$ cat src/common/bgpu_inst_pkg.sv
/*
 * Instruction encoding of the GPU front end: opcodes and field positions
 */
`default_nettype none

package bgpu_inst_pkg;

    localparam int unsigned EncInstWidth = 32;

    // Field positions inside an encoded word
    localparam int unsigned DstLsb    = 0;
    localparam int unsigned DstMsb    = 7;
    localparam int unsigned Op0Lsb    = 8;
    localparam int unsigned Op0Msb    = 15;
    localparam int unsigned Op1Lsb    = 16;
    localparam int unsigned Op1Msb    = 23;
    localparam int unsigned OpcodeLsb = 24;
    localparam int unsigned OpcodeMsb = 31;

    typedef logic [EncInstWidth-1:0] enc_inst_t;

    // All ones ends a warp
    typedef enum logic [OpcodeMsb-OpcodeLsb:0] {
        ADD    = 8'h00,
        SUB    = 8'h01,
        MUL    = 8'h02,
        AND_OP = 8'h03,
        OR_OP  = 8'h04,
        LDI    = 8'h05,
        STOP   = 8'hff
    } bgpu_inst_t;

endpackage

`default_nettype wire

$ cat src/common/bgpu_pkg.sv
/*
 * GPU front-end sizes and the basic warp, PC, mask and register index types
 */
`default_nettype none

package bgpu_pkg;

    // Compute unit dimensions
    localparam int unsigned NumWarps    = 4;
    localparam int unsigned WarpWidth   = 8;
    localparam int unsigned PcWidth     = 8;
    localparam int unsigned RegIdxWidth = 8;

    // Program storage in words
    localparam int unsigned ImemDepth = 256;

    // Derived widths and counts
    localparam int unsigned WidWidth        = $clog2(NumWarps);
    localparam int unsigned OperandsPerInst = 2;
    localparam int unsigned IssueDepth      = 2;

    typedef logic [WidWidth-1:0]    wid_t;
    typedef logic [PcWidth-1:0]     pc_t;
    typedef logic [WarpWidth-1:0]   act_mask_t;
    typedef logic [RegIdxWidth-1:0] reg_idx_t;

    // Scheduling state of one warp
    typedef enum logic [1:0] {
        IDLE,
        READY,
        WAITING
    } warp_state_e;

endpackage

`default_nettype wire
$ cat src/common/frontend_if.sv
/*
 * Front-end links: fetch request, fetched instruction, decoded instruction
 * and the decoder's next-PC feedback to the fetcher
 */
`timescale 1ns/100ps
`default_nettype none


// Decoder to issue buffer
interface dec_inst_if import bgpu_pkg::*, bgpu_inst_pkg::*; ();
    logic       valid;
    logic       ready;
    pc_t        pc;
    act_mask_t  act_mask;
    wid_t       warp_id;
    bgpu_inst_t opcode;
    reg_idx_t   dst;
    reg_idx_t   [OperandsPerInst-1:0] operands;

    modport sender (
        output valid, pc, act_mask, warp_id, opcode, dst, operands,
        input  ready
    );
    modport receiver (
        input  valid, pc, act_mask, warp_id, opcode, dst, operands,
        output ready
    );
endinterface


`default_nettype wire

$ cat src/logic/issue_buffer.sv
/*
 * Issue buffer: small FIFO of decoded instructions ahead of the issue port
 */
`timescale 1ns/100ps
`default_nettype none

module issue_buffer import bgpu_pkg::*, bgpu_inst_pkg::*; (
    input  wire             clk_i,
    input  wire             reset_i,

    dec_inst_if.receiver    in_i,

    output logic            issue_valid_o,
    input  wire             issue_ready_i,
    output pc_t             issue_pc_o,
    output act_mask_t       issue_mask_o,
    output wid_t            issue_warp_id_o,
    output bgpu_inst_t      issue_opcode_o,
    output reg_idx_t        issue_dst_o,
    output reg_idx_t        issue_op0_o,
    output reg_idx_t        issue_op1_o
);
    typedef struct packed {
        pc_t        pc;
        act_mask_t  act_mask;
        wid_t       warp_id;
        bgpu_inst_t opcode;
        reg_idx_t   dst;
        reg_idx_t   [OperandsPerInst-1:0] operands;
    } entry_t;

    entry_t entry_q [IssueDepth];

    logic [$clog2(IssueDepth)-1:0] wr_ptr_q;
    logic [$clog2(IssueDepth)-1:0] rd_ptr_q;
    logic [$clog2(IssueDepth):0]   count_q;

    logic push;
    logic pop;

    assign in_i.ready    = count_q != IssueDepth;
    assign issue_valid_o = count_q != '0;

    assign push = in_i.valid && in_i.ready;
    assign pop  = issue_valid_o && issue_ready_i;

    always_ff @(posedge clk_i) begin : pointers
        if (reset_i) begin
            wr_ptr_q <= '0;
            rd_ptr_q <= '0;
            count_q  <= '0;
        end else begin
            if (push) wr_ptr_q <= wr_ptr_q + 1'b1;
            if (pop)  rd_ptr_q <= rd_ptr_q + 1'b1;
            count_q <= count_q + push - pop;
        end
    end

    // Write slot differs from the read slot whenever the FIFO is not empty
    always_ff @(posedge clk_i) begin : storage
        if (push) begin
            entry_q[wr_ptr_q] <= '{
                pc:       in_i.pc,
                act_mask: in_i.act_mask,
                warp_id:  in_i.warp_id,
                opcode:   in_i.opcode,
                dst:      in_i.dst,
                operands: in_i.operands
            };
        end
    end

    assign issue_pc_o      = entry_q[rd_ptr_q].pc;
    assign issue_mask_o    = entry_q[rd_ptr_q].act_mask;
    assign issue_warp_id_o = entry_q[rd_ptr_q].warp_id;
    assign issue_opcode_o  = entry_q[rd_ptr_q].opcode;
    assign issue_dst_o     = entry_q[rd_ptr_q].dst;
    assign issue_op0_o     = entry_q[rd_ptr_q].operands[0];
    assign issue_op1_o     = entry_q[rd_ptr_q].operands[1];

endmodule

`default_nettype wire

$ cat src/flat_wrapper.sv
// flat-port wrapper written by rule: the top's interface ports become plain ports
module issue_buffer_flat import bgpu_pkg::*, bgpu_inst_pkg::*;
  (clk_i, reset_i, issue_valid_o, issue_ready_i, issue_pc_o, issue_mask_o, issue_warp_id_o, issue_opcode_o, issue_dst_o, issue_op0_o, issue_op1_o, in_i_valid, in_i_pc, in_i_act_mask, in_i_warp_id, in_i_opcode, in_i_dst, in_i_operands, in_i_ready);
  dec_inst_if in_i_i ();
  input  wire clk_i;
  input  wire reset_i;
  output logic issue_valid_o;
  input  wire issue_ready_i;
  output pc_t issue_pc_o;
  output act_mask_t issue_mask_o;
  output wid_t issue_warp_id_o;
  output bgpu_inst_t issue_opcode_o;
  output reg_idx_t issue_dst_o;
  output reg_idx_t issue_op0_o;
  output reg_idx_t issue_op1_o;
  input wire logic [$bits(in_i_i.valid)-1:0] in_i_valid;
  input wire logic [$bits(in_i_i.pc)-1:0] in_i_pc;
  input wire logic [$bits(in_i_i.act_mask)-1:0] in_i_act_mask;
  input wire logic [$bits(in_i_i.warp_id)-1:0] in_i_warp_id;
  input wire logic [$bits(in_i_i.opcode)-1:0] in_i_opcode;
  input wire logic [$bits(in_i_i.dst)-1:0] in_i_dst;
  input wire logic [$bits(in_i_i.operands)-1:0] in_i_operands;
  output wire logic [$bits(in_i_i.ready)-1:0] in_i_ready;
  assign in_i_i.valid = in_i_valid;
  assign in_i_i.pc = in_i_pc;
  assign in_i_i.act_mask = in_i_act_mask;
  assign in_i_i.warp_id = in_i_warp_id;
  assign in_i_i.opcode = in_i_opcode;
  assign in_i_i.dst = in_i_dst;
  assign in_i_i.operands = in_i_operands;
  assign in_i_ready = in_i_i.ready;
  issue_buffer u_core (.clk_i(clk_i), .reset_i(reset_i), .in_i(in_i_i), .issue_valid_o(issue_valid_o), .issue_ready_i(issue_ready_i), .issue_pc_o(issue_pc_o), .issue_mask_o(issue_mask_o), .issue_warp_id_o(issue_warp_id_o), .issue_opcode_o(issue_opcode_o), .issue_dst_o(issue_dst_o), .issue_op0_o(issue_op0_o), .issue_op1_o(issue_op1_o));
endmodule
$ cat config.mk
export PLATFORM = sky130hd
export DESIGN_NAME = issue_buffer_flat
export DESIGN_NICKNAME = d
export VERILOG_FILES = /design/src/common/bgpu_inst_pkg.sv /design/src/common/bgpu_pkg.sv /design/src/common/frontend_if.sv /design/src/logic/issue_buffer.sv /design/src/flat_wrapper.sv
export SDC_FILE = /design/constraint.sdc
export NUM_CORES = 1
export LEC_CHECK = 0
export BUFFER_PORTS_ARGS = -buffer_cell sky130_fd_sc_hd__buf_4
export CAP_MARGIN = 5
export CORE_ASPECT_RATIO = 1.2
export CORE_UTILIZATION = 56
export CTS_CLUSTER_DIAMETER = 200
export DETAILED_ROUTE_END_ITERATION = 6
export GPL_ROUTABILITY_DRIVEN = 0
export MAX_ROUTING_LAYER = met4
export PLACE_DENSITY = 0.86
export SYNTH_ARGS = -nofsm -noshare
export SYNTH_HDL_FRONTEND = slang
export SYNTH_SLANG_ARGS = --single-unit
$ cat constraint.sdc
create_clock -name clk_i -period 6.9 [get_ports clk_i]
set_clock_uncertainty 0.1 [all_clocks]
set_input_delay 0.345 -clock clk_i [delete_from_list [all_inputs] [get_ports clk_i]]
set_output_delay 0.345 -clock clk_i [all_outputs]
set_load 0.02 [all_outputs]
[Word level (Yosys, flattened, before mapping)]
Memory sizes are Yosys's and may differ from the RTL's. A register that Yosys moved wholly into a read port is not among the register bits.
Index checks and enable logic that the tools add are counted.
Storage, ports and cells
  register bits: 4
  latch bits: 0
  memory bits (writable): 100
  memory bits (read-only): 0
  output and inout port bits: 52
  word-level logic and storage cells: 16
  memories kept: 1
Operators by class
  add/sub/neg operators: 4
  multipliers: 0
  div/mod/pow operators: 0
  order comparisons: 0
  equal/unequal tests: 1
  shift-type cells: 0
  muxes and demuxes: 4
  bitwise logic cells: 0
  reduce and logical (&&, ||, !) cells: 3
Memories
  u_core.entry_q: words 2, bits a word 50, rd ports 1, clocked after Yosys merged registers in 1, wr ports 1, line issue_buffer.sv:32  | entry_t entry_q [IssueDepth];
Operators with widths (count)
  1-bit two-way mux: 4
  1-bit adder, second input constant: 2
  2-bit by 1-bit adder with 2-bit output: 1
  1-bit logical AND: 2
  2-bit != test, second input constant: 1
  2-bit nonzero test: 1
  2-bit by 1-bit subtractor with 2-bit output: 1

[Logic depth before layout (Yosys ltp)]
  word-level depth: 4
  mapped depth: 7
  mapped depth without buffers: 7

[Least setup slack after synthesis]
OpenSTA, ideal clock, no wires.
  path kind: flip-flop to flip-flop
  from: register u_core.count_q[0]
  to: memory u_core.entry_q[0][0] (netlist name) (enable)
  data arrival time: 2.960 ns
  required time: 6.336 ns
  slack: 3.376 ns
  stages on the path, launching flop included: 4
  buffers on the path: 0
  clock period less this slack: 3.524 ns
  cell sequence: dfxtp_1 -> nand2b_2 -> and2_4 -> nor2b_1
On the way
  longest elaborated chain between the ends: 4
Ends and longest elaborated chain
  from (decl): line issue_buffer.sv:36  | logic [$clog2(IssueDepth):0] count_q;
  from (signal assigned): line issue_buffer.sv:55  | count_q <= count_q + push - pop;
  2-bit != test: line issue_buffer.sv:41  | assign in_i.ready = count_q != IssueDepth;
  named net in_i_ready: line flat_wrapper.sv:23  | output wire logic [$bits(in_i_i.ready)-1:0] in_i_ready;
  1-bit logical AND: line issue_buffer.sv:44  | assign push = in_i.valid && in_i.ready;
  named net u_core.push: line issue_buffer.sv:38  | logic push;
  1-bit two-way mux: line issue_buffer.sv:61  | if (push) begin
  1-bit two-way mux (not written as such): line issue_buffer.sv:62  | entry_q[wr_ptr_q] <= '{
  to (decl): line issue_buffer.sv:32
The timed path passes the listed nets, and every way through them passes these cells.

==> flow_metrics.env <==
export IMPL_synth_fa_ha_area_frac=0.006092
export IMPL_required_ns=6.45
export IMPL_drcViolationCount=0
export IMPL_synth_area_um2=4108
export IMPL_vias=1938
export IMPL_num_nets_final=350
export IMPL_cts_setup_buffers=0
export IMPL_n_antenna_cell=0
export IMPL_syn_nets=239
export IMPL_crit_type="register to primary output"
export IMPL_ir_drop_mv=0.2715
export IMPL_crit_fanout=50
export IMPL_synthSimpleGateAreaFrac=0.01949
export IMPL_synth_compound_area_share=0.003046
export IMPL_relSlewSlack=0.2269
export IMPL_pwr_share_comb=0.332
export IMPL_ys_seq_area_frac=0.7554
export IMPL_synth_warnings=0
export IMPL_syn_inst=183
export IMPL_power_leakage_nw=2.003
export IMPL_synthXorXnorAreaFrac=0.004264
export IMPL_insertion_delay_ns=0.35
export IMPL_startpoint_type="register"
export IMPL_numPortBuffers=105
export IMPL_hpwlAfterDp_mm=3.978
export IMPL_power_switching_share=0.3004
export IMPL_max_freq_mhz=431.1
export IMPL_die_w_um=80.19
export IMPL_fp_dieArea_um2=7683
export IMPL_holdCritStartpoint="in_i_operands[9]"
export IMPL_cts_root_buf="clkbuf_8"
export IMPL_clkPwrFrac=0.180
export IMPL_ctsHoldBuffers=0
export IMPL_syn_to_final_growth_pct=23.73
export IMPL_final_area_um2=5082
export IMPL_tns_ns=0
export IMPL_muxShareOfSynthArea=0.1828
export IMPL_totalWireLength_mm=6.057
export IMPL_timing_rr_start="u_core.count_q[0]$_SDFF_PP0_"
export IMPL_drive_above_1_share=0.5853
export IMPL_htree_levels=3
export IMPL_grt_overflow=0
export IMPL_crit_path_end_kind="primary output"
export IMPL_ys_types=21
export IMPL_cts_clk_slew_worst_paths_ns=0.10
export IMPL_switchingPower_uw=547.6
export IMPL_power_density_nw_per_um2=358.7
export IMPL_hold_path_class="input port to register"
export IMPL_internal_power_mw=1.275
export IMPL_seqPwrFrac=0.488
export IMPL_rows=33
export IMPL_worstMarginPinSlew_ns=1.160
export IMPL_cts_tree="yes"
export IMPL_cts_made_buffers=9
export IMPL_post_route_period_util=0.3362
export IMPL_clock_sinks=105
export IMPL_status="finished, final reports clean"
export IMPL_antenna_found_initial=0
export IMPL_grt_pass1_wl_mm=9.011
export IMPL_drt_iter0_drc=143
export IMPL_rsz0062_at_grt="false"
export IMPL_fin_total_pwr_mw=1.823
export IMPL_maxCapViolCount=0
export IMPL_cts_repair_resized=0
export IMPL_min_period_ns=2.320
export IMPL_wl_per_cell_um=15.69
export IMPL_avgSynthCellArea_um2=22.45
export IMPL_setup_viol=0
export IMPL_min_path_cells=1
export IMPL_ff2ff_path_depth=2
export IMPL_pin_count=106
export IMPL_grt_pass1_vias=1942
export IMPL_ant_nets=0
export IMPL_cts_buffer_depth=2
export IMPL_grt_usage=0.1737
export IMPL_via_per_inst=5.021
export IMPL_place_area_um2=4913
export IMPL_synth_top_family_by_area="multiplexers"
export IMPL_ys_ff_latch=105
export IMPL_core_area_um2=6978
export IMPL_hold_viol_final=0
export IMPL_slew_violations=0
export IMPL_cp_arrival_ns=1.87
export IMPL_start_util=0.5887
export IMPL_dr_pass1_iters=4
export IMPL_grt_max_degree=51
export IMPL_die_h_um=95.82
-- worst paths after layout --
check | to | slack, ns
min | u_core.entry_q[0][9]$_DFFE_PP_ | 0.07
max | issue_op1_o[4] | 4.58
max reg2reg | u_core.entry_q[1][20]$_DFFE_PP_ | 4.90
min reg2reg | register | 0.43
-- state kept, by name (all words and copies together), names as in the netlist, named ones only --
signal	cells
u_core.entry_q	100
u_core.wr_ptr_q	1
u_core.rd_ptr_q	1
u_core.count_q	2
-- synth_stat cells --
cell type	instances	area [um2]
xnor2_1	1	8.760
and2_1	1	6.260
buf_6	1	11.26
nand2b_2	1	8.760
nor2b_1	2	12.51
edfxtp_1	100	3003
and3_1	1	6.260
and2_4	1	8.760
o21ai_1	1	5.000
nor2_1	4	15.01
xor2_1	1	8.760
o21a_1	1	7.510
or2_2	1	6.260
buf_12	5	100.1
nor3_1	1	5.000
inv_1	2	7.510
nand3_1	1	5.000
ha_1	2	25.02
dfxtp_1	5	100.1
mux2_4	50	750.7
nand2b_1	1	6.260
-- per-layer routing --
layer	wire length, um	vias up	track usage	share of wire
li1	-	927	-	-
met2	3210	59	0.2799	0.53
met5	0	-	-	0
met3	364	11	0.06825	0.060
met4	135	0	0.06696	0.022
met1	2346	941	0.1958	0.39
-- layout make-up --
class                   instances  area (um2)
multi-input cells              70       894.6
flip-flops and latches        105        3107
fillers                       433        1896
clock inverters                 6       41.29
inverters                       2       7.507
clock buffers                  10       127.6
repair buffers                106       795.8
well taps                      87       108.9
-- power groups by stage --
stage	clock network (mW)	registers, mW	logic (mW)
floorplan	0	0.845	0.488
global route	0.360	0.905	0.641
CTS	0.333	0.893	0.611
global placement	0	0.902	0.601
detailed placement	0	0.908	0.610
finish	0.328	0.891	0.605
-- cells in the final DEF, fill, tap and decap left out, types with 2 or more instances in the layout --
cell type and n:
inv_1 2, inv_6 2, mux2_4 50, clkinv_1 2, dfxtp_1 4, nor2_1 4
ha_1 2, clkbuf_8 9, edfxtp_1 100, buf_4 106
-- stage by stage --
step                  util  hold slack, ns  std cells  setup WS [ns]
finish              0.7283         0.06667        386          4.580
global route        0.7283         0.03279        386          4.476
CTS                 0.7283         0.05459        386          4.559
detailed placement  0.7041          0.4068        370          4.903
global placement    0.7041          0.3939        370          4.934
floorplan                -          0.3166        183          3.376
-- critical path, stage by stage, from the launching register on --
cell	delay, ns
dfxtp_4	0.96
mux2_4	0.36
buf_4	0.16
-- kinds of logic (layout without fill, tap and decap cells) --
family,count (synthesis),count (layout)
DFF,105,105
muxes,50,50
and+or+nand+nor,14,14
buffers and inverters,8,124
adders and majority gates,2,2
AOI/OAI and AO/OA,2,2
xor gates and xnor gates,2,2
No activity file was read; power rests on OpenSTA's default activity.
