$ cat config.mk
export PLATFORM = sky130hd
export DESIGN_NAME = decoder_flat
export DESIGN_NICKNAME = d
export VERILOG_FILES = /design/src/common/bgpu_inst_pkg.sv /design/src/common/bgpu_pkg.sv /design/src/common/frontend_if.sv /design/src/logic/decoder.sv /design/src/flat_wrapper.sv
export SDC_FILE = /design/constraint.sdc
export NUM_CORES = 1
export LEC_CHECK = 0
export BUFFER_PORTS_ARGS = -buffer_cell sky130_fd_sc_hd__buf_2
export CAP_MARGIN = 20
export CORE_MARGIN = 2
export CORE_UTILIZATION = 25
export DETAILED_ROUTE_END_ITERATION = 6
export GPL_ROUTABILITY_DRIVEN = 0
export PLACE_DENSITY = 0.83
export REMOVE_ABC_BUFFERS = 1
export SLEW_MARGIN = 20
export SYNTH_ARGS = -nofsm -noshare
export SYNTH_HDL_FRONTEND = slang
export SYNTH_SLANG_ARGS = --single-unit
$ cat constraint.sdc
create_clock -name vclk -period 1.1
set_input_delay 0.22 -clock vclk [all_inputs]
set_output_delay 0.22 -clock vclk [all_outputs]
set_load 0.1 [all_outputs]
$ cat src/common/bgpu_inst_pkg.sv
/*
 * Instruction encoding of the GPU front end: opcodes and field positions
 */
`default_nettype none

package bgpu_inst_pkg;

    localparam int unsigned EncInstWidth = 32;

    // Field positions inside an encoded word
    localparam int unsigned DstLsb    = 0;
    localparam int unsigned DstMsb    = 7;
    localparam int unsigned Op0Lsb    = 8;
    localparam int unsigned Op0Msb    = 15;
    localparam int unsigned Op1Lsb    = 16;
    localparam int unsigned Op1Msb    = 23;
    localparam int unsigned OpcodeLsb = 24;
    localparam int unsigned OpcodeMsb = 31;

    typedef logic [EncInstWidth-1:0] enc_inst_t;

    // All ones ends a warp
    typedef enum logic [OpcodeMsb-OpcodeLsb:0] {
        ADD    = 8'h00,
        SUB    = 8'h01,
        MUL    = 8'h02,
        AND_OP = 8'h03,
        OR_OP  = 8'h04,
        LDI    = 8'h05,
        STOP   = 8'hff
    } bgpu_inst_t;

endpackage

`default_nettype wire

$ cat src/common/bgpu_pkg.sv
/*
 * GPU front-end sizes and the basic warp, PC, mask and register index types
 */
`default_nettype none

package bgpu_pkg;

    // Compute unit dimensions
    localparam int unsigned NumWarps    = 4;
    localparam int unsigned WarpWidth   = 8;
    localparam int unsigned PcWidth     = 8;
    localparam int unsigned RegIdxWidth = 8;

    // Program storage in words
    localparam int unsigned ImemDepth = 256;

    // Derived widths and counts
    localparam int unsigned WidWidth        = $clog2(NumWarps);
    localparam int unsigned OperandsPerInst = 2;
    localparam int unsigned IssueDepth      = 2;

    typedef logic [WidWidth-1:0]    wid_t;
    typedef logic [PcWidth-1:0]     pc_t;
    typedef logic [WarpWidth-1:0]   act_mask_t;
    typedef logic [RegIdxWidth-1:0] reg_idx_t;

    // Scheduling state of one warp
    typedef enum logic [1:0] {
        IDLE,
        READY,
        WAITING
    } warp_state_e;

endpackage

`default_nettype wire
$ cat src/common/frontend_if.sv
/*
 * Front-end links: fetch request, fetched instruction, decoded instruction
 * and the decoder's next-PC feedback to the fetcher
 */
`timescale 1ns/100ps
`default_nettype none


// Instruction memory to decoder
interface inst_if import bgpu_pkg::*, bgpu_inst_pkg::*; ();
    logic      valid;
    logic      ready;
    pc_t       pc;
    act_mask_t act_mask;
    wid_t      warp_id;
    enc_inst_t inst;

    modport sender (output valid, pc, act_mask, warp_id, inst, input ready);
    modport receiver (input valid, pc, act_mask, warp_id, inst, output ready);
endinterface

// Decoder to issue buffer
interface dec_inst_if import bgpu_pkg::*, bgpu_inst_pkg::*; ();
    logic       valid;
    logic       ready;
    pc_t        pc;
    act_mask_t  act_mask;
    wid_t       warp_id;
    bgpu_inst_t opcode;
    reg_idx_t   dst;
    reg_idx_t   [OperandsPerInst-1:0] operands;

    modport sender (
        output valid, pc, act_mask, warp_id, opcode, dst, operands,
        input  ready
    );
    modport receiver (
        input  valid, pc, act_mask, warp_id, opcode, dst, operands,
        output ready
    );
endinterface

// Decoder feedback to the fetcher, no back-pressure
interface decoded_if import bgpu_pkg::*; ();
    logic decoded;
    logic stop_warp;
    wid_t warp_id;
    pc_t  next_pc;

    modport sender (output decoded, stop_warp, warp_id, next_pc);
    modport receiver (input decoded, stop_warp, warp_id, next_pc);
endinterface

`default_nettype wire

$ cat src/logic/decoder.sv
/*
 * Decoder: splits instruction words into fields and reports next PCs
 */
`timescale 1ns/100ps
`default_nettype none

module decoder import bgpu_pkg::*, bgpu_inst_pkg::*; (
    inst_if.receiver   in_i,
    dec_inst_if.sender out_o,
    decoded_if.sender  fb_o
);
    logic stop_warp;

    assign stop_warp = in_i.inst[OpcodeMsb:OpcodeLsb] == STOP;

    // Stop words never wait on the issue buffer
    assign in_i.ready = out_o.ready || stop_warp;

    // Metadata travels alongside the instruction
    assign out_o.pc       = in_i.pc;
    assign out_o.act_mask = in_i.act_mask;
    assign out_o.warp_id  = in_i.warp_id;

    always_comb begin : decode
        out_o.valid       = in_i.valid && !stop_warp;
        out_o.opcode      = bgpu_inst_t'(in_i.inst[OpcodeMsb:OpcodeLsb]);
        out_o.dst         = in_i.inst[DstMsb:DstLsb];
        out_o.operands[0] = in_i.inst[Op0Msb:Op0Lsb];
        out_o.operands[1] = in_i.inst[Op1Msb:Op1Lsb];
    end

    // Feedback fires once per consumed word, issued or stopped
    assign fb_o.decoded   = (in_i.valid && stop_warp) || (out_o.valid && out_o.ready);
    assign fb_o.stop_warp = stop_warp;
    assign fb_o.warp_id   = in_i.warp_id;
    assign fb_o.next_pc   = in_i.pc + pc_t'(1);

endmodule

`default_nettype wire

$ cat src/flat_wrapper.sv
// flat-port wrapper written by rule: the top's interface ports become plain ports
module decoder_flat import bgpu_pkg::*, bgpu_inst_pkg::*;
  (in_i_valid, in_i_pc, in_i_act_mask, in_i_warp_id, in_i_inst, in_i_ready, out_o_valid, out_o_pc, out_o_act_mask, out_o_warp_id, out_o_opcode, out_o_dst, out_o_operands, out_o_ready, fb_o_decoded, fb_o_stop_warp, fb_o_warp_id, fb_o_next_pc);
  inst_if in_i_i ();
  dec_inst_if out_o_i ();
  decoded_if fb_o_i ();
  input wire logic [$bits(in_i_i.valid)-1:0] in_i_valid;
  input wire logic [$bits(in_i_i.pc)-1:0] in_i_pc;
  input wire logic [$bits(in_i_i.act_mask)-1:0] in_i_act_mask;
  input wire logic [$bits(in_i_i.warp_id)-1:0] in_i_warp_id;
  input wire logic [$bits(in_i_i.inst)-1:0] in_i_inst;
  output wire logic [$bits(in_i_i.ready)-1:0] in_i_ready;
  output wire logic [$bits(out_o_i.valid)-1:0] out_o_valid;
  output wire logic [$bits(out_o_i.pc)-1:0] out_o_pc;
  output wire logic [$bits(out_o_i.act_mask)-1:0] out_o_act_mask;
  output wire logic [$bits(out_o_i.warp_id)-1:0] out_o_warp_id;
  output wire logic [$bits(out_o_i.opcode)-1:0] out_o_opcode;
  output wire logic [$bits(out_o_i.dst)-1:0] out_o_dst;
  output wire logic [$bits(out_o_i.operands)-1:0] out_o_operands;
  input wire logic [$bits(out_o_i.ready)-1:0] out_o_ready;
  output wire logic [$bits(fb_o_i.decoded)-1:0] fb_o_decoded;
  output wire logic [$bits(fb_o_i.stop_warp)-1:0] fb_o_stop_warp;
  output wire logic [$bits(fb_o_i.warp_id)-1:0] fb_o_warp_id;
  output wire logic [$bits(fb_o_i.next_pc)-1:0] fb_o_next_pc;
  assign in_i_i.valid = in_i_valid;
  assign in_i_i.pc = in_i_pc;
  assign in_i_i.act_mask = in_i_act_mask;
  assign in_i_i.warp_id = in_i_warp_id;
  assign in_i_i.inst = in_i_inst;
  assign in_i_ready = in_i_i.ready;
  assign out_o_valid = out_o_i.valid;
  assign out_o_pc = out_o_i.pc;
  assign out_o_act_mask = out_o_i.act_mask;
  assign out_o_warp_id = out_o_i.warp_id;
  assign out_o_opcode = out_o_i.opcode;
  assign out_o_dst = out_o_i.dst;
  assign out_o_operands = out_o_i.operands;
  assign out_o_i.ready = out_o_ready;
  assign fb_o_decoded = fb_o_i.decoded;
  assign fb_o_stop_warp = fb_o_i.stop_warp;
  assign fb_o_warp_id = fb_o_i.warp_id;
  assign fb_o_next_pc = fb_o_i.next_pc;
  decoder u_core (.in_i(in_i_i), .out_o(out_o_i), .fb_o(fb_o_i));
endmodule
# Word-level counts from Yosys, hierarchy flattened
# Cells that the tools add are included.
# Widths: inputs -> output; s select.
# classes
addsub	1
mul	0
div_mod_pow	0
n_lt_le_gt_ge	0
n_eq_ne	1
n_shift	0
n_mux	0
bitwise	0
n_reduce_logical	6
# op_table
op	n
$add 8x1->8 const B	1
$eq 8x8->1 const B	1
$logic_and 1x1->1	3
$logic_or 1x1->1	2
$logic_not 1->1	1
# totals
ff_bits	0
latchBits	0
mem_bits_rw	0
rom_bits	0
inputBits	52
output_inout_bits	64
wordCells	8
n_memories	0

# Depth between registers and ports, before layout
# Gate-level depths: netlist of run 1.
# logic_depth
word_depth	5
ltp_mapped	4

# Least setup slack after synthesis of run 1
# No wires, ideal clock.
# synth_timing
kind	input-to-output
start	input in_i_inst[30]
end	output out_o_valid
t_arrival_ns	2.610
required_time_ns	0.880
slack_ns	-1.730
cell_stages	3
n_path_buf	0
path_cell_list	nand4_1 -> nor2_1 -> nor2b_1
# synth_via
elab_chain_cells	3
# synth_lines
element	line	source
from (decl)	flat_wrapper.sv:11	input wire logic [$bits(in_i_i.inst)-1:0] in_i_inst;
$eq 8x8->1	decoder.sv:14	assign stop_warp = in_i.inst[OpcodeMsb:OpcodeLsb] == STOP;
named net fb_o_stop_warp	flat_wrapper.sv:22	output wire logic [$bits(fb_o_i.stop_warp)-1:0] fb_o_stop_warp;
$logic_not 1->1	decoder.sv:25	out_o.valid = in_i.valid && !stop_warp;
$logic_and 1x1->1	decoder.sv:25	
to (decl)	flat_wrapper.sv:13	output wire logic [$bits(out_o_i.valid)-1:0] out_o_valid;
# The timed path passes the listed nets, and every way through them passes these cells.

# Worst setup path after layout of run 1
# layout_timing
start	input in_i_pc[0]
end	output fb_o_next_pc[7]
# layout_via
elab_chain_cells	1
# layout_lines
element	line	source
from (decl)	flat_wrapper.sv:8	input wire logic [$bits(in_i_i.pc)-1:0] in_i_pc;
$add 8x1->8	decoder.sv:36	assign fb_o.next_pc = in_i.pc + pc_t'(1);
to (decl)	flat_wrapper.sv:24	output wire logic [$bits(fb_o_i.next_pc)-1:0] fb_o_next_pc;
# No other way between the ends.

==> results of run 1 <==
-- placed cells by master (no fill, tap or decap), drive strengths merged --
cell / instances
buf: 68
ha: 1
inv: 1
nand2: 3
nand3: 2
nand4: 2
nor2: 3
nor2b: 1
nor3: 1
o21a: 1
or2: 1
xnor2: 2
xor2: 4
-- power breakdown --
part / internal (mW) / switching, mW
registers: 0 / 0
logic: 0.380 / 0.591
clock network: 0 / 0
-- layer usage --
layer,vias to the layer above,share of wire,wire length (µm),GRT usage
met5,-,0,0,0.214
met1,241,0.26,902,0.226
li1,208,-,-,-
met2,95,0.46,1570,0.447
met4,0,0,0,0.00450
met3,0,0.28,971,0.298
-- layout make-up --
cell class,count,area (µm²),share of cell area
Timing Repair Buffer,68,941,0.745
Multi-Input combinational cell,21,284,0.225
Tap cell,27,33.8,0.0268
Inverter,1,3.75,0.00297
-- synth_stat cells --
master and n:
o21a_1 1, nand4_1 2, nor3_2 1, inv_1 1, buf_4 52, ha_1 1, nand2_1 3, nand3_1 1
xor2_1 4, nor2b_1 1, or2_2 1, nor2_1 3, nand3_2 1, xnor2_1 2
-- path summary, 6_finish.rpt --
path / startpoint / endpoint / slack (ps) / depth (start not counted)
max: in_i_pc[0] / fb_o_next_pc[7] / -180 / 5
min: in_i_inst[23] / out_o_operands[15] / 440 / 0
-- critical path: stages --
cell and delay, ps:
buf_8 90, nand3_4 110, nor3_4 220, xor2_2 210
buf_12 200
-- timing repair --
| item | in CTS | in global routing |
|---|---|---|
| setup endpoints to repair | 10 | 10 |
| pin swaps | 15 | 10 |
| setup buffers | 2 | 2 |
| resized for setup | 54 | 4 |
-- kinds of logic (layout without fill, tap and decap cells) --
group | Yosys count | in the layout
buffers and inverters | 53 | 69
XOR/XNOR | 6 | 6
adder cells (fa/ha/maj) | 1 | 1
AND/OR/NAND/NOR | 13 | 13
AO/OA/AOI/OAI | 1 | 1
-- stage by stage --
stage | setup slack, ps | instances | cell area, µm² | util
after global placement | -319 | 114 | 976 | 0.488
after floorplan | -1730 | 22 | 149 | -
after global routing | -225 | 117 | 1260 | 0.631
final | -176 | 117 | 1260 | 0.631
after CTS | -173 | 116 | 1240 | 0.622
after detailed placement | -378 | 114 | 976 | 0.488
==> summary.txt, run 1 <==
Status
  – Status: finished with violations
  – Failing checks: setup timing

STA
  – Setup ws final: -176 ps
  – Worst Tran Pin Value: 288 ps
  – Max-slew violation count: 0
  – Final Hold Fails: 0
  – Max Freq: 784 MHz
  – RSZ-0062 raised after global routing: true
  – Period utilisation layout: 1.16
  – Slew headroom: 0.807
  – Fin Setup TNS: -1030 ps
  – Fin Hold WS: 441 ps
  – Min Tclk post-route: 1280 ps
  – Setup violators final: 9

Logic synthesis
  – Synth area leaders: buf_4 (72%), xor2_1 (6.5%), xnor2_1 (3.2%)
  – Post-synth top area share: 0.724
  – Largest family of logic cells by synthesized area: buffers and inverters
  – Syn Inst Count: 74
  – Synth Area in Simple Gates: 0.135
  – Mapped Area: 539 µm²
  – Compound-gate portion of the synthesized area: 0.0139
  – Synth cell types: 14
  – Synth Area in XOR/XNOR: 0.0974
  – Syn avg cell area: 7.29 µm²
  – Mux share of post-synthesis cell area: 0
  – Sequential-to-total area share from yosys stat: 0
  – Yosys Warn Count: 0
  – Post-synthesis adder-cell area fraction: 0.0232
  – Largest area contributor in the netlist: buf_4

Worst setup path
  – Setup crit end kind: primary output
  – Required time of the critical path: roughly 900 ps
  – Crit Path Class: input port to primary output
  – WP data arrival: 1060 ps
  – CP Max Fanout: 3
  – Setup crit start kind: input port

Drt
  – Remaining DRCs: 0
  – Wirelength per Cell: 29.4 µm
  – Routed WL: 3.44 mm
  – Drt pass-1 iters: 2
  – Initial drt markers: 4
  – Detail Route Antenna Nets: 0
  – Vias per std cell: 4.65
  – Vias: 544

Floorplan
  – Initial Utilization: 0.269
  – Die height: 50.4 µm
  – Core area: 2000 µm²
  – Die W: 50.4 µm
  – Row Count: 16
  – Die area: 2540 µm²
  – Top Ports: 116

Clock tree
  – Hold buffers post-CTS: 0

Hold path
  – Min-Delay Path Class: input port to primary output

Layout
  – Filler Cells Inserted: 145
  – Seq Cell Count: 0
  – Layout cell share with drive strength beyond 1: 0.944
  – Nets: 145
  – Clock buf count: 0
  – Sequential cell area: 0 µm²
  – Synthesis-to-layout area growth: 134%
  – Ant diodes: 0

Global route
  – GRT Resource Usage Total: 0.273
  – First-pass GRT wire length: 4.64 mm
  – Initial antenna violation count: 0
  – Largest net degree at the start of global routing: 6
  – Aggregate global routing overflow: 0
  – Vias in the first global route: 634

Power
  – Peak supply drop: 0.479 mV
  – Power Total: 0.971 mW
  – LEAKAGE: 0.580 nW
  – PwrDens: 769 nW/µm²

Place
  – Detailed placement HPWL: 2.72 mm
  – Number of port buffers: 46

Flow run
  – Max cap viols: 0
Note: power is estimated with default switching activity, not from simulation.
==> inputs of run 2 (changes only) <==
Settings changed: MAX_ROUTING_LAYER from default to met4.
==> run 2 against run 1 <==
Compared with the run above:
- the flow still finishes with violations (setup timing)
- final cell count did not move
- highest routed layer is now met4
- utilization is the same
- worst hold slack about the same
- largest power group unchanged
- first-iteration DRC count shrank 25%
- power is essentially flat
- cell area unchanged
- maximum frequency hardly changed
- sequential cell count did not move
==> summary.txt, run 2 (synthesized netlist as in run 1, its figures left out) <==
Status
  – Status: finished with violations
  – Failing checks: setup timing

Power
  – Combinational share of power: 1.000 (about the same)
  – Net Sw Frac: 0.608 (about the same)
  – PwrDens: 770 nW/µm² (about the same)
  – Sw Pwr: 0.591 mW (about the same)
  – Peak supply drop: 0.479 mV (-0.13%)
  – Seq pwr share: 0 (unchanged)
  – LEAKAGE: 0.580 nW (unchanged)
  – Clk network pwr share: 0 (unchanged)
  – Pint: 0.380 mW (about the same)

STA
  – Slew headroom: 0.809 (+0.00268)
  – RSZ-0062 raised after global routing: true
  – Setup violators final: 10 (+1)
  – Period utilisation layout: 1.16 (about the same)
  – Setup ws final: -176 ps (-0.153 ps)
  – Max-slew violation count: 0 (unchanged)
  – Final Hold Fails: 0 (unchanged)
  – Min Tclk post-route: 1280 ps (+0.153 ps)
  – Worst Tran Pin Value: 284 ps (-3.99 ps)
  – Max Freq: 784 MHz (about the same)

Floorplan
  – Die area: 2540 µm² (unchanged)
  – Die height: 50.4 µm (unchanged)
  – Initial Utilization: 0.269 (unchanged)
  – Core area: 2000 µm² (unchanged)
  – Top Ports: 116 (unchanged)
  – Die W: 50.4 µm (unchanged)
  – Row Count: 16 (unchanged)

Place
  – Number of port buffers: 46 (unchanged)
  – Placement Cell Area: 976 µm² (unchanged)
  – Detailed placement HPWL: 2.72 mm (unchanged)

Worst setup path
  – Worst path cell trace: buf_8 > nand3_4 > nor3_4 > xor2_2 > buf_12
  – WP data arrival: 1060 ps (about the same)
  – Crit path max-delay family: simple AND/OR/NAND/NOR gates
  – Critical Path Max Stage Delay: 220 ps (about the same)
  – Crit Path Class: input port to primary output
  – CP Max Fanout: 3 (unchanged)
  – Setup crit start kind: input port
  – CP Buf/Inv Count: 2 (unchanged)
  – Required time of the critical path: 880 ps (about the same)
  – Setup crit end kind: primary output
  – CP max stage cell: nor3_4

Global route
  – GRT Resource Usage Total: 0.276 (+0.00348)
  – Initial antenna violation count: 0 (unchanged)
  – Largest net degree at the start of global routing: 6 (unchanged)
  – Vias in the first global route: 637 (+0.47%)
  – Aggregate global routing overflow: 0 (unchanged)
  – First-pass GRT wire length: 4.60 mm (-0.88%)

Flow run
  – Max cap viols: 0 (unchanged)

Layout
  – Layout Utilization: 0.631 (unchanged)
  – Synthesis-to-layout area growth: 134% (unchanged)
  – Sequential cell area: 0 µm² (unchanged)
  – Seq Cell Count: 0 (unchanged)
  – Ant diodes: 0 (unchanged)
  – Clock buf count: 0 (unchanged)
  – Commonest non-fill, non-tap cell in the layout: buf_12
  – Commonest non-fill, non-tap cells in the layout: buf_12 (29), buf_4 (21), buf_6 (10)
  – Design area: 1260 µm² (unchanged)
  – Layout cell share with drive strength beyond 1: 0.944 (unchanged)
  – Nets: 145 (unchanged)

Drt
  – Routed WL: 3.40 mm (-1.4%)
  – Vias: 550 (+1.1%)
  – Remaining DRCs: 0 (unchanged)
  – Vias per std cell: 4.70 (+1.1%)
  – Detail Route Antenna Nets: 0 (unchanged)
  – Wirelength per Cell: 29.0 µm (-1.4%)
  – Drt pass-1 iters: 4 (+2)
  – Initial drt markers: 3 (-1)

Hold path
  – Min-Delay Path Class: input port to primary output

Clock tree
  – Hold buffers post-CTS: 0 (unchanged)
[run 2: cell counts in the layout (fill, tap and decap cells not counted)]
No cell type changed its count.
[run 2: what timing repair did]
item	in CTS	in global routing
endpoints found under the setup margin	10	10
pin swaps	15	10
resized for setup	54	4
buffers inserted	2	2
[run 2: worst paths after layout]
kind	start	cells after the start	slack, ps	endpoint
worst max-delay path	in_i_pc[0]	5	-180	fb_o_next_pc[7]
worst min-delay path	in_i_inst[23]	0	440	out_o_operands[15]
[run 2: final cells by class]
cell class	count	area (µm²)
Fill cell	145	739
Tap cell	27	33.8
Multi-Input combinational cell	21	284
Inverter	1	3.75
Timing Repair Buffer	68	941
[run 2: layer usage]
| layer | global-route usage | up-vias | part of all wire |
|---|---|---|---|
| li1 | - | 208 | - |
| met1 | 0.286 | 245 | 0.32 |
| met2 | 0.432 | 91 | 0.44 |
| met3 | 0.226 | 6 | 0.23 |
| met4 | 0.00901 | 0 | 0.0085 |
| met5 | - | - | 0 |
[run 2: power groups by stage]
stage	logic, mW	clock network (mW)	registers (mW)
after floorplan	0.246	0	0
after global placement	0.853	0	0
after detailed placement	0.860	0	0
after CTS	0.960	0	0
after global routing	0.993	0	0
final	0.971	0	0
[run 2: metrics by stage]
| step | hold slack (ps) | std cells | TNS (ps) | power [mW] | worst slack, ps |
|---|---|---|---|---|---|
| floorplan | 440 | 22 | -12120 | 0.246 | -1730 |
| global placement | 442 | 114 | -1650 | 0.853 | -319 |
| global route | 441 | 117 | -1330 | 0.993 | -227 |
| finish | 441 | 117 | -1050 | 0.971 | -176 |
| detailed placement | 442 | 114 | -2010 | 0.860 | -378 |
| CTS | 442 | 116 | -765 | 0.960 | -173 |
==> inputs of run 3 (changes only) <==
Settings changed: ABC_AREA from default to 1, CORE_UTILIZATION 25 to 27, PLACE_DENSITY 0.83 to 0.84.
==> run 3 against run 2 <==
Compared with the run above:
- the run still ends with setup timing left
- cell area rose by 7.3%
- clock-buffer cell count unchanged
- synthesized cell count increased by 30%
- non-clock buffer count up 3
- sequential share of layout area unchanged
==> summary.txt, run 3 <==
Drt
  – Routed WL: 3.53 mm (+4.0%)
  – Wirelength per Cell: 24.7 µm (-15%)
  – Initial drt markers: 6 (+3)
  – Drt pass-1 iters: 4 (unchanged)
  – Detail Route Antenna Nets: 0 (unchanged)
  – Remaining DRCs: 0 (unchanged)
  – Vias: 661 (+20%)
  – Vias per std cell: 4.62 (-1.7%)

Floorplan
  – Die height: 51.0 µm (+1.1%)
  – Die W: 51.0 µm (+1.1%)
  – Row Count: 17 (+1)
  – Top Ports: 116 (unchanged)
  – Initial Utilization: 0.278 (+0.00844)
  – Die area: 2600 µm² (+2.3%)
  – Core area: 2150 µm² (+7.3%)

Logic synthesis
  – Yosys Warn Count: 0 (unchanged)
  – Syn Inst Count: 96 (+30%)
  – Largest area contributor in the netlist: buf_4
  – Post-synth top area share: 0.654 (-0.0698)
  – Synth area leaders: buf_4 (65%), nand2_1 (10%), inv_1 (6.9%)
  – Mapped Area: 597 µm² (+11%)
  – Syn avg cell area: 6.22 µm² (-15%)
  – Synth cell count leaders: buf_4 (52), nand2_1 (16), inv_1 (11)
  – Sequential-to-total area share from yosys stat: 0 (unchanged)
  – Synth cell types: 10 (-4)
  – Most common cell in the netlist: buf_4

Status
  – Status: finished with violations
  – Failing checks: setup timing

Layout
  – Filler Cells Inserted: 138 (-4.8%)
  – Commonest non-fill, non-tap cells in the layout: buf_12 (29), buf_4 (19), buf_6 (15)
  – Ant diodes: 0 (unchanged)
  – Final std cells w/o fill: 143 (+22%)
  – Synthesis-to-layout area growth: 127%
  – Commonest non-fill, non-tap cell in the layout: buf_12
  – Clock buf count: 0 (unchanged)
  – Seq Cell Count: 0 (unchanged)
  – Nets: 170 (+17%)
  – Layout cell share with drive strength beyond 1: 0.870 (-0.0749)
  – Sequential cell area: 0 µm² (unchanged)

Place
  – Detailed placement HPWL: 2.80 mm (+3.0%)
  – Cells after DPL: 137 (+20%)
  – Number of port buffers: 46 (unchanged)
  – Pre-CTS WS: -321 ps (+57.4 ps)

Flow run
  – Max cap viols: 0 (unchanged)

Worst setup path
  – Crit Path Class: input port to primary output
  – CP Max Fanout: 3 (unchanged)
  – WP data arrival: 1040 ps (-20 ps)
  – Setup crit start kind: input port
  – Setup crit end kind: primary output
  – Required time of the critical path: 880 ps (about the same)

STA
  – Min Tclk post-route: 1260 ps (-17.5 ps)
  – Period utilisation layout: 1.14 (-0.0159)
  – Setup ws final: -159 ps (+17.5 ps)
  – RSZ-0062 raised after global routing: true
  – Slew headroom: 0.859 (+0.0493)
  – Max Freq: 794 MHz (+1.4%)
  – Fin Hold WS: 441 ps (+0.133 ps)
  – Final Hold Fails: 0 (unchanged)
  – Max-slew violation count: 0 (unchanged)
  – Worst Tran Pin Value: 212 ps (-72.1 ps)
  – Fin Setup TNS: -802 ps (+252 ps)
  – Setup violators final: 9 (-1)

Hold path
  – Min-Delay Path Class: input port to primary output
  – Worst hold path cell count: 0 (unchanged)

Global route
  – Largest net degree at the start of global routing: 7 (+1)
  – First-pass GRT wire length: 4.64 mm (+0.89%)
  – Initial antenna violation count: 0 (unchanged)
  – Vias in the first global route: 738 (+16%)
  – Aggregate global routing overflow: 0 (unchanged)
  – GRT Resource Usage Total: 0.268 (-0.00844)

Power
  – LEAKAGE: 0.660 nW (+14%)
  – Peak supply drop: 0.367 mV (-23%)
  – PwrDens: 734 nW/µm² (-4.7%)
==> run 3: changes by cell type in the layout (fill, tap and decap cells not counted), moves of 4 or more <==
cell | previous run | this run
nand2_2 | 1 | 9
inv_1 | 1 | 7
buf_6 | 10 | 15
inv_2 | 0 | 4
nand2_1 | 0 | 4
==> run 3: per-stage QoR <==
| stage | util | instance area (µm²) | power [mW] |
|---|---|---|---|
| finish | 0.631 | 1360 | 0.994 |
| global route | 0.631 | 1360 | 1.02 |
| CTS | 0.587 | 1260 | 0.950 |
| detailed placement | 0.482 | 1030 | 0.866 |
| global placement | 0.482 | 1030 | 0.857 |
| floorplan | - | 206 | 0.253 |
==> run 3: logic make-up (layout without fill, tap and decap cells) <==
kind of cell | count (synthesis) | in the layout | synth area share
compound gates | 1 | 1 | 0.00838
xor+xnor | 3 | 3 | 0.0440
fa+ha+maj | 1 | 1 | 0.0210
buf+inv | 63 | 82 | 0.723
simple gates | 28 | 28 | 0.203
==> run 3: worst max-delay path, cell delays in order <==
cell and delay, ps:
buf_8 80, ha_4 140, inv_2 40, nor2_4 150, xor2_2 200, buf_12 200
==> run 3: final cells by class <==
cell class                 count  area [µm²]  area share
multi-input combinational     33         317       0.234
inverter                      11        41.3      0.0305
timing repair buffer          71         962       0.710
tap                           28        35.0      0.0259
==> run 3: path summary, 6_finish.rpt <==
path,startpoint,to
hold / removal,in_i_inst[13],out_o_operands[5]
setup / recovery,in_i_pc[1],fb_o_next_pc[4]
==> run 3: routing by layer <==
| layer | part of all wire | vias to the layer above | wire length (µm) | GRT usage |
|---|---|---|---|---|
| li1 | - | 275 | - | - |
| met1 | 0.29 | 294 | 1010 | 0.234 |
| met2 | 0.48 | 88 | 1710 | 0.468 |
| met3 | 0.22 | 4 | 783 | 0.228 |
| met4 | 0.0091 | 0 | 32 | 0 |
| met5 | 0 | - | 0 | - |
==> run 3: power by group <==
group          switching, mW  total, mW  internal, mW
Sequential                 0          0             0
Combinational          0.608      0.994         0.386
Clock                      0          0             0
Total                  0.608      0.994         0.386
==> run 3: repair_timing <==
action | CTS | global route
hold buffers | 0 | 0
setup endpoints to repair | 9 | 10
buffers inserted | 5 | 1
gates resized for setup | 43 | 23
pin swaps | 17 | 15
